<file path="src/common/ncpu_config.svh">
`ifndef NCPU_CONFIG_SVH
`define NCPU_CONFIG_SVH

// Data path width
`define NCPU_DW         64

// Physical register file, 64 entries
`define NCPU_PRF_AW     6

// Reorder buffer id
`define NCPU_ROB_AW     5

`define NCPU_IQ_DEPTH   4

`define NCPU_ALU_OPW    3

`endif

</file>
<file path="src/common/ncpu_isa_pkg.sv">
`include "ncpu_config.svh"

package ncpu_isa_pkg;

   // ALU operations
   typedef enum logic [`NCPU_ALU_OPW-1:0]
   {
      ALU_ADD = 3'd0,
      ALU_SUB = 3'd1,
      ALU_AND = 3'd2,
      ALU_OR  = 3'd3,
      ALU_XOR = 3'd4,
      // Shift amount from low bits of operand 2
      ALU_SLL = 3'd5,
      ALU_SRL = 3'd6,
      // Signed compare, result is 1 or 0
      ALU_SLT = 3'd7
   } alu_opc_t;

   // Operand and result word
   typedef logic [`NCPU_DW-1:0] dword_t;

endpackage

</file>
<file path="src/common/ncpu_pipe_pkg.sv">
`include "ncpu_config.svh"

package ncpu_pipe_pkg;

   // Physical register number
   typedef logic [`NCPU_PRF_AW-1:0] prf_addr_t;

   // Slot in the reorder buffer
   typedef logic [`NCPU_ROB_AW-1:0] rob_id_t;

endpackage

</file>
<file path="src/ro/operand_read.sv">
`timescale 1ns/10ps

module operand_read
(
   input  logic                     clk,
   input  logic                     rst_n,
   input  logic                     flush,
   input  logic                     ro_valid,
   output logic                     ro_ready,
   input  ncpu_isa_pkg::alu_opc_t   ro_opc,
   input  ncpu_pipe_pkg::prf_addr_t ro_prs1,
   input  logic                     ro_prs1_re,
   input  ncpu_pipe_pkg::prf_addr_t ro_prs2,
   input  logic                     ro_prs2_re,
   input  ncpu_isa_pkg::dword_t     ro_imm,
   input  ncpu_pipe_pkg::prf_addr_t ro_prd,
   input  logic                     ro_prd_we,
   input  ncpu_pipe_pkg::rob_id_t   ro_rob_id,
   output logic [1:0]               rd_en,
   output ncpu_pipe_pkg::prf_addr_t rd_addr1,
   output ncpu_pipe_pkg::prf_addr_t rd_addr2,
   input  ncpu_isa_pkg::dword_t     rd_data1,
   input  ncpu_isa_pkg::dword_t     rd_data2,
   output logic                     ex_valid,
   input  logic                     ex_ready,
   output ncpu_isa_pkg::alu_opc_t   ex_opc,
   output ncpu_pipe_pkg::prf_addr_t ex_prd,
   output logic                     ex_prd_we,
   output ncpu_pipe_pkg::rob_id_t   ex_rob_id,
   output ncpu_isa_pkg::dword_t     ex_operand1,
   output ncpu_isa_pkg::dword_t     ex_operand2
);
   logic                 p_ce;
   logic                 s1o_prs1_re;
   logic                 s1o_prs2_re;
   ncpu_isa_pkg::dword_t s1o_imm;

   // Bypassable buffer: accept while empty or while the current op leaves
   assign ro_ready = ~ex_valid | ex_ready;
   assign p_ce     = ro_valid & ro_ready;

   always_ff @(posedge clk)
   begin
      if (!rst_n || flush)
         ex_valid <= 1'b0;
      else if (p_ce)
         ex_valid <= 1'b1;
      else if (ex_ready)
         ex_valid <= 1'b0;
   end

   // Stage register
   always_ff @(posedge clk)
   begin
      if (p_ce)
      begin
         ex_opc      <= ro_opc;
         ex_prd      <= ro_prd;
         ex_prd_we   <= ro_prd_we;
         ex_rob_id   <= ro_rob_id;
         s1o_prs1_re <= ro_prs1_re;
         s1o_prs2_re <= ro_prs2_re;
         s1o_imm     <= ro_imm;
      end
   end

   // Register file reads run in parallel with the stage register
   assign rd_en[0] = p_ce & ro_prs1_re;
   assign rd_en[1] = p_ce & ro_prs2_re;
   assign rd_addr1 = ro_prs1;
   assign rd_addr2 = ro_prs2;

   // Register data or immediate
   assign ex_operand1 = s1o_prs1_re ? rd_data1 : s1o_imm;
   assign ex_operand2 = s1o_prs2_re ? rd_data2 : s1o_imm;

   // Holds across the register file too, its read data must not move
   a_ex_stable: assert property (@(posedge clk) disable iff (!rst_n || flush)
      ex_valid && !ex_ready |=>
         $stable({ex_opc, ex_prd, ex_prd_we, ex_rob_id, ex_operand1, ex_operand2}));

endmodule

</file>
<file path="config.mk">
export PLATFORM = sky130hd
export DESIGN_NAME = operand_read
export DESIGN_NICKNAME = d
export VERILOG_FILES = /design/src/common/ncpu_isa_pkg.sv /design/src/common/ncpu_pipe_pkg.sv /design/src/ro/operand_read.sv
export VERILOG_INCLUDE_DIRS = /design/src /design/src/common
export SDC_FILE = /design/constraint.sdc
export NUM_CORES = 1
export LEC_CHECK = 0
export BUFFER_PORTS_ARGS = -buffer_cell sky130_fd_sc_hd__buf_2
export CAP_MARGIN = 30
export CORE_AREA = 2 2 149 151
export DETAILED_ROUTE_END_ITERATION = 8
export DIE_AREA = 0 0 151 153
export HOLD_SLACK_MARGIN = 0.12
export PLACE_DENSITY = 0.64
export SLEW_MARGIN = 15
export SYNTH_ARGS = -nofsm -noshare
export SYNTH_HDL_FRONTEND = slang
export SYNTH_SLANG_ARGS = --single-unit
</file>
<file path="constraint.sdc">
create_clock -name clk -period 3.13 [get_ports clk]
set_clock_uncertainty 0.05 [all_clocks]
set_input_delay 0.4695 -clock clk [delete_from_list [all_inputs] [get_ports clk]]
set_output_delay 0.4695 -clock clk [all_outputs]
set_load 0.005 [all_outputs]
</file>
# [After elaboration in Yosys (flattened, before gate mapping)]
# Index checks and enable logic that the tools add are counted.
[word_totals] register_bits=82 in_bits=226 output_inout_bits=159 wordCells=20
[classes] mux=4 bitwise_logic=5 reduce_logical=3
[op_table] op="$mux 64" count=2
[op_table] op="$and 1x1->1" count=3
[op_table] op="$mux 1" count=2
[op_table] op="$reduce_bool 2->1" count=1
[op_table] op="$logic_not 1->1" count=1
[op_table] op="$logic_or 1x1->1" count=1
[op_table] op="$not 1->1" count=1
[op_table] op="$or 1x1->1" count=1

# [Logic depth before layout (Yosys ltp)]
[logic_depth] word_depth=4 depth_mapped=3 mapped_depth_nobuf=2

# [Worst setup path after synthesis]
# Ideal clock, no wire load.
[synth_timing] path_kind="input port to flip-flop" startpoint="input ex_ready" endpoint="register ex_opc[0], enable pin" setup_time_ps=449 t_arrival_ps=2556 required_time_ps=2631 slack_ps=75 path_stages=2 n_path_buf=0 path_cell_list="nand2b_1 > and2_1"
[synth_via] elab_chain_len=2
[synth_rtl] element="start, declared" line="operand_read.sv:25" source="input logic ex_ready,"
[synth_rtl] element="$or 1x1->1" line="operand_read.sv:39" source="assign ro_ready = ~ex_valid | ex_ready;"
[synth_rtl] element="$and 1x1->1" line="operand_read.sv:40" source="assign p_ce = ro_valid & ro_ready;"
[synth_rtl] element="net p_ce" line="operand_read.sv:33" source="logic p_ce;"
[synth_rtl] element="end signal, assigned" line="operand_read.sv:57" source="ex_opc <= ro_opc;"
[synth_rtl] element="end, declared" line="operand_read.sv:26" source="output ncpu_isa_pkg::alu_opc_t ex_opc,"
# The timed path passes the listed nets, and every way through them passes these cells.
# A chain may end at the register's enable or synchronous reset.

# [Final worst setup path]
[layout_timing] startpoint="register s1o_prs2_re" endpoint="output ex_operand2[37]"
[layout_via] elab_chain_len=1
[layout_rtl] element="start, declared" line="operand_read.sv:35" source="logic s1o_prs2_re;"
[layout_rtl] element="start signal, assigned" line="operand_read.sv:62" source="s1o_prs2_re <= ro_prs2_re;"
[layout_rtl] element="$mux 64" line="operand_read.sv:75" source="assign ex_operand2 = s1o_prs2_re ? rd_data2 : s1o_imm;"
[layout_rtl] element="end, declared" line="operand_read.sv:31" source="output ncpu_isa_pkg::dword_t ex_operand2"
# No other way between the ends.

==> results.yml <==
pwr:
  fin_total_pwr_mw: 3.10
  vdd_drop_max_uv: 228
  powerDensity_nw_per_um2: 447
  p_leak_nw: 3.46
clocking:
  cts-buffers-inserted: 9
  ctsHtreeMaxLevel: 3
  cts-root-buf: "clkbuf_16"
  ctsResizeCount: 0
  clock_path_buffers: 2
  cts_hold_buf: 0
  cts_sinks: 82
  path_clk_slew_ns: 0.07
  cts_tree: "done"
  clk_latency_ns: 0.34
  post_cts_buffers: 0
final_layout:
  drive_gt1_frac: 0.852
  mostFrequentLayoutCells: "buf_2, mux2_4, edfxtp_1"
  nets: 821
  fin_cells: 882
  multiInputGateArea_um2: 1930
  syn2layout_area_growth_pct: 46.6
  final_common_cell: "buf_2"
  regArea_um2: 2450
  fillers: 2177
  post-route-util: 0.323
timing:
  slew_headroom: 0.560
  setup_viol: 0
  slew_violations: 0
  finalCritPeriodShare: 0.753
  hold_slack_ns: 0.249
  rsz0062_at_grt: "no"
  finalSetupTns_ns: 0
  fin_crit_ns: 2.36
  hold_viol_final: 0
  tightest_slew_ns: 0.659
  max_freq_mhz: 424
logic_synthesis:
  yosysSeqAreaShare: 0.518
  ys_ff_latch: 82
  syn_area_per_cell_um2: 19.5
  synth_nets: 469
  synth.top_cells.by_area: "edfxtp_1, mux2_4, buf_12"
  syn_area_um2: 4740
  synth.distinct_cells: 12
  synth_top_area_frac: 0.513
  yosysTopAreaCell: "edfxtp_1"
  yosys_warnings: 0
  netlist_instances: 243
drt:
  ant_nets: 0
  route.met3.wl_um: 1440
  viasPerCell: 3.94
  via_count: 3477
  drc: 0
  wl_met1_um: 5010
  drt-pass1-iter-count: 3
  top_layer_used: "met4"
  wire_per_inst_um: 16.0
  drt_iter0_drc: 70
  met2_length_um: 7520
  wl_um: 14200
setup_path:
  worst_ep_arrival_time_ns: 1.84
  cp_max_fo: 30
  critical_path_class: "reg -> out"
  critPathSlowestCell: "edfxtp_1"
  worst-path-buf-inv: 2
  cp-end-kind: "primary output"
  max_stage_delay_ns: 0.69
  critPathTopFamily: "flip-flops"
  crit_path_start_kind: "flop"
  crit_required_ns: 2.61
  path_cells: "buf_12 > mux2_4 > buf_2"
placement:
  portBuffers: 360
  detailed_place_hpwl_um: 11700
  dp.cells: 864
  gp_congestion: 0.722
global_routing:
  grt_overflow_total: 0
  grt_max_degree: 35
  track_usage: 0.117
  grt_first_pass_wirelength_um: 20200
  antenna_found_initial: 2
  grt_pass1_vias: 3678
die:
  die_x_um: 151
  coreArea_um2: 21500
  initial_core_util: 0.220
  rows: 54
  die_y_um: 153
  dieArea_um2: 23100
  io_pins: 385
min_path:
  hold_path.class: "in -> reg"
status:
  status: "finished, final reports clean"
job:
  cap_violations: 0
final cells by class:
| class | instances | share of cell area |
|---|---|---|
| Antenna cell | 2 | 0.000720 |
| Clock buffer | 9 | 0.0324 |
| Clock inverter | 7 | 0.0144 |
| Inverter | 1 | 0.000540 |
| Multi-Input combinational cell | 134 | 0.278 |
| Sequential cell | 82 | 0.353 |
| Tap cell | 280 | 0.0504 |
| Timing Repair Buffer | 367 | 0.271 |
per-stage QoR:
| step | instance area (um^2) | setup slack, ns |
|---|---|---|
| after floorplan | 4740 | 0.0749 |
| after global routing | 6940 | 0.678 |
| after global placement | 6620 | 1.04 |
| final | 6950 | 0.772 |
| after CTS | 6940 | 0.735 |
| after detailed placement | 6620 | 1.01 |
state kept, by name (all words and copies together) (netlist names):
signal and flops:
ex_opc 3, ex_prd 6, ex_prd_we 1, ex_rob_id 5
ex_valid 1, s1o_imm 64, s1o_prs1_re 1, s1o_prs2_re 1
metal layers:
layer  global-route usage  up-vias
met2                0.220      210
li1                     -     1626
met5                    0        -
met1                0.118     1620
met4               0.0325        0
met3               0.0454       21
power by group:
group | switching (mW) | internal, mW
combinational | 0.223 | 0.394
sequential | 0.0375 | 1.28
clock | 0.457 | 0.706
total | 0.718 | 2.38
path summary, 6_finish.rpt:
| kind | startpoint | to | slack [ns] | cells past startpoint |
|---|---|---|---|---|
| worst max-delay path | s1o_prs2_re | ex_operand2[37] | 0.77 | 3 |
| worst min-delay path | ro_imm[55] | s1o_imm[55] | 0.25 | 1 |
| worst max register to register | ex_valid | ex_prd[4] | 1.36 | 3 |
| worst min register to register | ex_valid | ex_valid | 0.53 | 2 |
Yosys cell counts (all sizes together):
library cell,count
inv,1
edfxtp,81
and2,1
dfxtp,1
and3,2
a21oi,1
mux2,128
buf,26
nand2b,2
logic make-up (layout without fill, tap and decap cells):
family | count (synthesis) | count (layout) | share of synthesized area
simple gates | 5 | 5 | 0.00660
flops | 82 | 82 | 0.518
compound gates | 1 | 1 | 0.00106
mux | 128 | 128 | 0.399
other cells | 0 | 2 | 0
buf+inv | 27 | 384 | 0.0753
Power figures use the tool's default switching activity.
