$ cat src/common/ncpu_config.svh
`ifndef NCPU_CONFIG_SVH
`define NCPU_CONFIG_SVH

// Data path width
`define NCPU_DW         64

// Physical register file, 64 entries
`define NCPU_PRF_AW     6

// Reorder buffer id
`define NCPU_ROB_AW     5

`define NCPU_IQ_DEPTH   4

`define NCPU_ALU_OPW    3

`endif

$ cat src/common/ncpu_isa_pkg.sv
`include "ncpu_config.svh"

package ncpu_isa_pkg;

   // ALU operations
   typedef enum logic [`NCPU_ALU_OPW-1:0]
   {
      ALU_ADD = 3'd0,
      ALU_SUB = 3'd1,
      ALU_AND = 3'd2,
      ALU_OR  = 3'd3,
      ALU_XOR = 3'd4,
      // Shift amount from low bits of operand 2
      ALU_SLL = 3'd5,
      ALU_SRL = 3'd6,
      // Signed compare, result is 1 or 0
      ALU_SLT = 3'd7
   } alu_opc_t;

   // Operand and result word
   typedef logic [`NCPU_DW-1:0] dword_t;

endpackage

$ cat src/common/ncpu_pipe_pkg.sv
`include "ncpu_config.svh"

package ncpu_pipe_pkg;

   // Physical register number
   typedef logic [`NCPU_PRF_AW-1:0] prf_addr_t;

   // Slot in the reorder buffer
   typedef logic [`NCPU_ROB_AW-1:0] rob_id_t;

endpackage

$ cat src/issue/issue_queue.sv
`timescale 1ns/10ps
`include "ncpu_config.svh"

module issue_queue
(
   input  logic                     clk,
   input  logic                     rst_n,
   input  logic                     flush,
   input  logic                     disp_valid,
   output logic                     disp_ready,
   input  ncpu_isa_pkg::alu_opc_t   disp_opc,
   input  ncpu_pipe_pkg::prf_addr_t disp_prs1,
   input  logic                     disp_prs1_re,
   input  ncpu_pipe_pkg::prf_addr_t disp_prs2,
   input  logic                     disp_prs2_re,
   input  ncpu_isa_pkg::dword_t     disp_imm,
   input  ncpu_pipe_pkg::prf_addr_t disp_prd,
   input  logic                     disp_prd_we,
   input  ncpu_pipe_pkg::rob_id_t   disp_rob_id,
   output logic                     ro_valid,
   input  logic                     ro_ready,
   output ncpu_isa_pkg::alu_opc_t   ro_opc,
   output ncpu_pipe_pkg::prf_addr_t ro_prs1,
   output logic                     ro_prs1_re,
   output ncpu_pipe_pkg::prf_addr_t ro_prs2,
   output logic                     ro_prs2_re,
   output ncpu_isa_pkg::dword_t     ro_imm,
   output ncpu_pipe_pkg::prf_addr_t ro_prd,
   output logic                     ro_prd_we,
   output ncpu_pipe_pkg::rob_id_t   ro_rob_id
);
   localparam int DEPTH = `NCPU_IQ_DEPTH;
   localparam int PW    = $clog2(DEPTH);
   localparam int CW    = $clog2(DEPTH + 1);

   // Entry storage, one array per field
   ncpu_isa_pkg::alu_opc_t    q_opc     [DEPTH];
   ncpu_pipe_pkg::prf_addr_t  q_prs1    [DEPTH];
   logic                      q_prs1_re [DEPTH];
   ncpu_pipe_pkg::prf_addr_t  q_prs2    [DEPTH];
   logic                      q_prs2_re [DEPTH];
   ncpu_isa_pkg::dword_t      q_imm     [DEPTH];
   ncpu_pipe_pkg::prf_addr_t  q_prd     [DEPTH];
   logic                      q_prd_we  [DEPTH];
   ncpu_pipe_pkg::rob_id_t    q_rob_id  [DEPTH];

   logic [PW-1:0]             rd_ptr;
   logic [PW-1:0]             wr_ptr;
   logic [CW-1:0]             count;
   logic                      push;
   logic                      pop;

   assign disp_ready = (count != CW'(DEPTH));
   assign ro_valid   = (count != '0);
   assign push       = disp_valid & disp_ready;
   assign pop        = ro_valid & ro_ready;

   always_ff @(posedge clk)
   begin
      if (!rst_n || flush)
      begin
         rd_ptr <= '0;
         wr_ptr <= '0;
         count  <= '0;
      end
      else
      begin
         if (push)
            wr_ptr <= (wr_ptr == PW'(DEPTH - 1)) ? '0 : wr_ptr + 1'b1;
         if (pop)
            rd_ptr <= (rd_ptr == PW'(DEPTH - 1)) ? '0 : rd_ptr + 1'b1;
         if (push && !pop)
            count <= count + 1'b1;
         else if (pop && !push)
            count <= count - 1'b1;
      end
   end

   always_ff @(posedge clk)
   begin
      if (push)
      begin
         q_opc[wr_ptr]     <= disp_opc;
         q_prs1[wr_ptr]    <= disp_prs1;
         q_prs1_re[wr_ptr] <= disp_prs1_re;
         q_prs2[wr_ptr]    <= disp_prs2;
         q_prs2_re[wr_ptr] <= disp_prs2_re;
         q_imm[wr_ptr]     <= disp_imm;
         q_prd[wr_ptr]     <= disp_prd;
         q_prd_we[wr_ptr]  <= disp_prd_we;
         q_rob_id[wr_ptr]  <= disp_rob_id;
      end
   end

   // Oldest entry goes to operand read
   assign ro_opc     = q_opc[rd_ptr];
   assign ro_prs1    = q_prs1[rd_ptr];
   assign ro_prs1_re = q_prs1_re[rd_ptr];
   assign ro_prs2    = q_prs2[rd_ptr];
   assign ro_prs2_re = q_prs2_re[rd_ptr];
   assign ro_imm     = q_imm[rd_ptr];
   assign ro_prd     = q_prd[rd_ptr];
   assign ro_prd_we  = q_prd_we[rd_ptr];
   assign ro_rob_id  = q_rob_id[rd_ptr];

   // Full queue without a pop leaves count and write pointer alone
   a_no_push_full: assert property (@(posedge clk) disable iff (!rst_n)
      count == CW'(DEPTH) && !pop && !flush |=>
         count == CW'(DEPTH) && wr_ptr == $past(wr_ptr));
   // Empty queue without a push leaves count and read pointer alone
   a_no_pop_empty: assert property (@(posedge clk) disable iff (!rst_n)
      count == '0 && !push && !flush |=>
         count == '0 && rd_ptr == $past(rd_ptr));
   a_count_bound: assert property (@(posedge clk) disable iff (!rst_n)
      count <= CW'(DEPTH));

endmodule

$ cat config.mk
export PLATFORM = sky130hd
export DESIGN_NAME = issue_queue
export DESIGN_NICKNAME = d
export VERILOG_FILES = /design/src/common/ncpu_isa_pkg.sv /design/src/common/ncpu_pipe_pkg.sv /design/src/issue/issue_queue.sv
export VERILOG_INCLUDE_DIRS = /design/src /design/src/common
export SDC_FILE = /design/constraint.sdc
export NUM_CORES = 1
export LEC_CHECK = 0
export BUFFER_PORTS_ARGS = -buffer_cell sky130_fd_sc_hd__buf_2
export CORE_ASPECT_RATIO = 0.5
export CORE_MARGIN = 4
export CORE_UTILIZATION = 38
export DETAILED_ROUTE_END_ITERATION = 8
export PLACE_DENSITY = 0.58
export SLEW_MARGIN = 30
export SYNTH_ARGS = -nofsm -noshare
export SYNTH_HDL_FRONTEND = slang
export SYNTH_SLANG_ARGS = --single-unit
$ cat constraint.sdc
create_clock -name clk -period 6.1 [get_ports clk]
set_input_delay 0.305 -clock clk [delete_from_list [all_inputs] [get_ports clk]]
set_output_delay 0.305 -clock clk [all_outputs]
set_load 0.05 [all_outputs]
After elaboration in Yosys (flattened, before gate mapping)
Memories as Yosys holds them, arrays and structs flattened. A register that Yosys moved wholly into a read port is not among the register bits.
Index checks and enable logic that the tools add are counted.
W data, S select, Z words.
{ "totals": {"register_bits": 7, "mem_bits_rw": 372, "out_inout_bits": 95, "wordCells": 53, "mem_count": 9} }
{ "mem_list": {"columns": ["memory", "words", "width", "read_ports", "rd_ports_with_merged_regs", "wr", "line_no", "text"], "rows": [
  ["q_imm", 4, 64, 1, 1, 1, "issue_queue.sv:42", "ncpu_isa_pkg::dword_t q_imm [DEPTH];"],
  ["q_prd", 4, 6, 1, 1, 1, "issue_queue.sv:43", "ncpu_pipe_pkg::prf_addr_t q_prd [DEPTH];"],
  ["q_prs1", 4, 6, 1, 1, 1, "issue_queue.sv:38", "ncpu_pipe_pkg::prf_addr_t q_prs1 [DEPTH];"],
  ["q_prs2", 4, 6, 1, 1, 1, "issue_queue.sv:40", "ncpu_pipe_pkg::prf_addr_t q_prs2 [DEPTH];"],
  ["q_rob_id", 4, 5, 1, 1, 1, "issue_queue.sv:45", "ncpu_pipe_pkg::rob_id_t q_rob_id [DEPTH];"],
  ["q_opc", 4, 3, 1, 1, 1, "issue_queue.sv:37", "ncpu_isa_pkg::alu_opc_t q_opc [DEPTH];"],
  ["+3 memories", null, null, null, null, null, null, null]
]} }
{ "classes": {"n_addsub": 4, "n_eq_ne": 3, "n_mux": 24, "bitwise": 2, "n_reduce_logical": 8} }
{ "ops": {"columns": ["op", "n"], "rows": [
  ["$mux W2", 20],
  ["$mux W3", 2],
  ["$add A2 B1 Y2 const B", 2],
  ["$eq A2 B2 Y1 const B", 2],
  ["$add A3 B1 Y3 const B", 1],
  ["$logic_not A1 Y1", 3],
  ["$ne A3 B3 Y1 const B", 1],
  ["$reduce_bool A3 Y1", 1],
  ["$sub A3 B1 Y3 const B", 1],
  ["$and A1 B1 Y1", 2],
  ["$logic_and A1 B1 Y1", 2],
  ["$mux W1", 2],
  ["$reduce_bool A2 Y1", 1],
  ["$logic_or A1 B1 Y1", 1]
]} }

Longest topological paths before layout
{ "logic_depth": {"ltp_word": 6, "mapped_depth": 9, "ltp_nobuf": 8} }

Worst setup path after synthesis
OpenSTA, ideal clock, no wires.
{ "synth_timing": {"kind": "reg-to-reg", "startpoint": "reg count[0]", "endpoint": "mem q_imm[0][0] (netlist bit) (enable)", "setup_ns": 0.410, "t_arrival_ns": 1.952, "required_ns": 5.690, "path_slack_ns": 3.738, "path_stages_with_launch": 4, "n_path_buf": 1, "period_less_slack_ns": 2.362, "path_cell_list": "dfxtp_1 or3b_1 buf_6 and3_2"} }
{ "synth_between": {"elab_chain_cells": 4} }
{ "synth_rtl": {"columns": ["item", "line_no", "text"], "rows": [
  ["start: declaration", "issue_queue.sv:49", "logic [CW-1:0] count;"],
  ["start signal: assignment", "issue_queue.sv:73", "count <= count + 1'b1;"],
  ["start signal: assignment", "issue_queue.sv:75", "count <= count - 1'b1;"],
  ["$ne A3 B3 Y1", "issue_queue.sv:53", "assign disp_ready = (count != CW'(DEPTH));"],
  ["net disp_ready", "issue_queue.sv:10", "output logic disp_ready,"],
  ["$and A1 B1 Y1", "issue_queue.sv:55", "assign push = disp_valid & disp_ready;"],
  ["$mux W1", "issue_queue.sv:81", "if (push)"],
  ["$mux W1 (not written as such)", "issue_queue.sv:88", "q_imm[wr_ptr] <= disp_imm;"],
  ["end: declaration", "issue_queue.sv:42", null]
]} }
The timed path passes the listed nets, and every way through them passes these cells.

==> metrics.log <==
[metrics] Setup Viol. Count Final: 0
[metrics] total area of multi-input combinational cells: 2392 um^2
[metrics] global-route wire length before repair: 42120 um
[metrics] Post-Synthesis Mean Instance Area: roughly 26 um^2
[metrics] top-level I/O count: 193
[metrics] Final min period: roughly 3.2 ns
[metrics] initial standard-cell utilization of the core: 0.3859
[metrics] GR Util All Layers: 0.1389
[metrics] per-cell via count in the routed design: 4.869
[metrics] via count of the first global-routing pass: 7306
[metrics] DR DRC count: 0
[metrics] synthesized instance count: 534
[metrics] Fin Clk Skew: between 0.01 and 0.015 ns
[metrics] portion of the post-synthesis area used by sequential elements: 0.8187
[metrics] area overhead of the layout relative to synthesis: 26.05%
[metrics] pin count of the biggest net entering global routing: 66
[metrics] Initial DRC Count: roughly 350
[metrics] sum of negative setup slack: 0 ns
[metrics] hold violation count in the final report: 0
[metrics] clock network power share: 0.380
[metrics] Syn Std Cell Area: between 10000 and 15000 um^2
[metrics] Crit Path Class: reg2out
[metrics] dominant cells by area after synthesis: edfxtp_1 (81%), mux4_2 (15%), dfxtp_1 (1.3%), ha_1 (0.54%), buf_4 (0.38%)
[metrics] input/output buffers: ~190
[metrics] power share of the combinational group: 0.107
[metrics] maximum VDD drop: around 0.00016 V
[metrics] Avg WL per Cell: slightly above 20 um
[metrics] ys flop type: edfxtp_1
[metrics] Yosys warning total: 0
[metrics] Netlist cell types: 26
[metrics] final cell count without fillers: between 1000 and 1500
[metrics] fill cell instance count of the final layout: slightly below 3000
[metrics] Required @ worst endpoint: around 5.8 ns
[metrics] Skew-Pair Late Insertion Delay: between 0.5 and 0.6 ns
[metrics] net count of the mapped netlist: roughly 640
[metrics] Post-layout nets: 945
[metrics] overall routed net length: 27650 um
[metrics] final weighted congestion of routability-driven global placement: around 0.7
[metrics] startpoint type of the worst setup path: flop
[metrics] Yosys reg bits: 381
[metrics] async set or reset register ratio after synthesis: 0
[metrics] count leader, synth: edfxtp_1
[metrics] Int Power: 4.470 mW
[metrics] cts repair resizes: 0
[metrics] Max Clk Rate: between 300 and 400 MHz
[metrics] Setup crit end kind: output pin
[metrics] TritonCTS clock tree: done
[metrics] cell depth of the worst hold path: 1
[metrics] commonest cells in the synthesized netlist: edfxtp_1 (372), mux4_2 (93), buf_2 (10)
[metrics] overall via count from detail_route: roughly 6600
[metrics] height of the chip: about 140 um
[metrics] R2R cell count: 3
[metrics] count of clock tree sinks: 381
[metrics] first-pass iteration count of the detailed router: 4
[metrics] antenna cell count: 0
[metrics] Switching Share: 0.2342
[metrics] hold crit path type: in2reg
[metrics] count of nets left with antenna violations after detail routing: 0
[metrics] Cell Count Post-Placement: between 1000 and 1500
[metrics] transition time at the pin with the least slew margin: between 0.9 and 1 ns
[metrics] Detail Route met3 WL: 819 um
[metrics] Top Metal Used: met4
[metrics] max_cap viols: 0
[metrics] maximum fanout along the worst path: 50
[metrics] cts bufs inserted: 37
[metrics] share of post-route cells with drive strength above 1: 0.4044
[metrics] overall die area: 39790 um^2
[metrics] critical path data arrival time: between 2 and 3 ns
[metrics] CTS max path bufs: 3
[metrics] total congestion overflow: 0
[metrics] sw power: ~1.4 mW
[metrics] Floorplan Core Area: 35930 um^2
[metrics] # Post-CTS Setup Buffers: 0
[metrics] antenna violations before repair: 0
[metrics] width of the die: ~280 um
[metrics] estimated wirelength of the detail-placed design: ~16000 um
[metrics] run status: finished clean
[metrics] met2 WL post-DR: ~16000 um
[metrics] Yosys top cell area share: 0.8057
[metrics] power density normalized to cell area: 334.0 nW/um^2
[metrics] wire length on met1: around 11000 um
[metrics] cell taking the most area after synthesis: edfxtp_1
[metrics] clock root buffer master: clkbuf_16
[metrics] leakage: between 5 and 6 nW
[metrics] Flop pwr share: 0.513
[metrics] number of pins with negative max-slew slack in the final report: 0
[metrics] Worst-path clk slew: about 0.060 ns
[metrics] Core Rows: slightly below 50
[metrics] number of synthesized flops with an enable pin: roughly 370
[metrics] CTS H-tree lvls: 2
[metrics] relative slew slack: 0.3660
[metrics] sequential cell area: about 11000 um^2
[metrics] crit share post-route: 0.5168
[metrics] unrepaired setup endpoints after global routing: false
-- metal layers --
layer / global-route usage / up-vias
li1: - / 2924
met1: 0.1594 / 3521
met2: 0.2687 / 100
met3: 0.02679 / 38
met4: 0.03703 / 0
met5: 0 / -
-- layout make-up --
cell class              count  area share
flip-flops and latches    381      0.6499
clock inverters            20    0.009737
repair buffers            288      0.1106
clock buffers              47     0.05756
multi-input cells         129      0.1369
well taps                 484     0.03465
inverters                   3   0.0006443
-- worst paths after layout --
check        slack [ns]         start           end
max                2.95          flop    ro_imm[30]
min                0.02  disp_imm[23]  q_imm[3][23]
max reg2reg        3.44      count[0]  q_imm[1][49]
min reg2reg        0.50     rd_ptr[1]          flop
-- power by group through the flow --
| stage | registers, mW | logic (mW) | clock network (mW) |
|---|---|---|---|
| 2_1_floorplan | 3.04 | 0.424 | 0 |
| 3_3_place_gp | 3.05 | 0.581 | 0 |
| 3_5_place_dp | 3.05 | 0.591 | 0 |
| 4_1_cts | 3.00 | 0.642 | 2.28 |
| 5_1_grt | 3.00 | 0.663 | 2.40 |
| 6_report | 2.99 | 0.627 | 2.22 |
-- flip-flops by register name, indices dropped and copies added, names as in the netlist, named ones only --
register / cells
count: 3
q_imm: 256
q_opc: 12
q_prd: 24
q_prd_we: 4
q_prs1: 24
q_prs1_re: 4
q_prs2: 24
q_prs2_re: 4
q_rob_id: 20
rd_ptr: 2
wr_ptr: 2
-- what timing repair did --
item / in CTS / in global routing
endpoints found under the hold margin: 353 / 0
hold buffers: 89 / 0
endpoints found under the setup margin: 0 / 0
-- stage by stage --
step                      power [mW]  hold WS [ns]  area [um^2]  worst slack (ns)    util
after floorplan                3.465        0.4039        13860             3.738       -
after global placement         3.629        0.4887        15390             3.440  0.4283
after detailed placement       3.643        0.4952        15410             3.430  0.4289
after CTS                      5.919     0.0007761        17480             2.889  0.4865
after global routing           6.066     0.0001331        17480             2.837  0.4865
final                          5.838       0.02445        17480             2.947  0.4865
-- layout by cell type, fill, tap and decap left out, drive strengths merged --
cell and instances:
clkinvlp 1, nand4 2, nand2b 1, nor2b 1, nor2 3, and3 4, buf 199, clkbuf 47
a21oi 2, and2 1, mux4 93, or3b 1, xor2 2, or3 3, dfxtp 9, nand3 1
o21ai 2, inv 4, o31ai 3, dlygate4sd3 89, ha 6, mux2i 1, bufinv 3, nand2 2
edfxtp 372, clkinv 15, fa 1
-- cell families (layout without fill, tap and decap cells) --
kind of cell,Yosys count,in the layout,share of synthesized area
AOI/OAI and AO/OA,7,7,0.003068
xor gates and xnor gates,2,2,0.001264
muxes,94,94,0.1518
adders and majority gates,7,7,0.006859
DFF,381,381,0.8187
buffers and inverters,24,358,0.009837
and+or+nand+nor,19,19,0.008484
-- worst max-delay path, stage by stage, from the launching register on --
cell	delay [ns]
dfxtp_4	0.87
buf_4	0.71
mux4_2	0.43
buf_2	0.23
No activity file was read; power rests on OpenSTA's default activity.
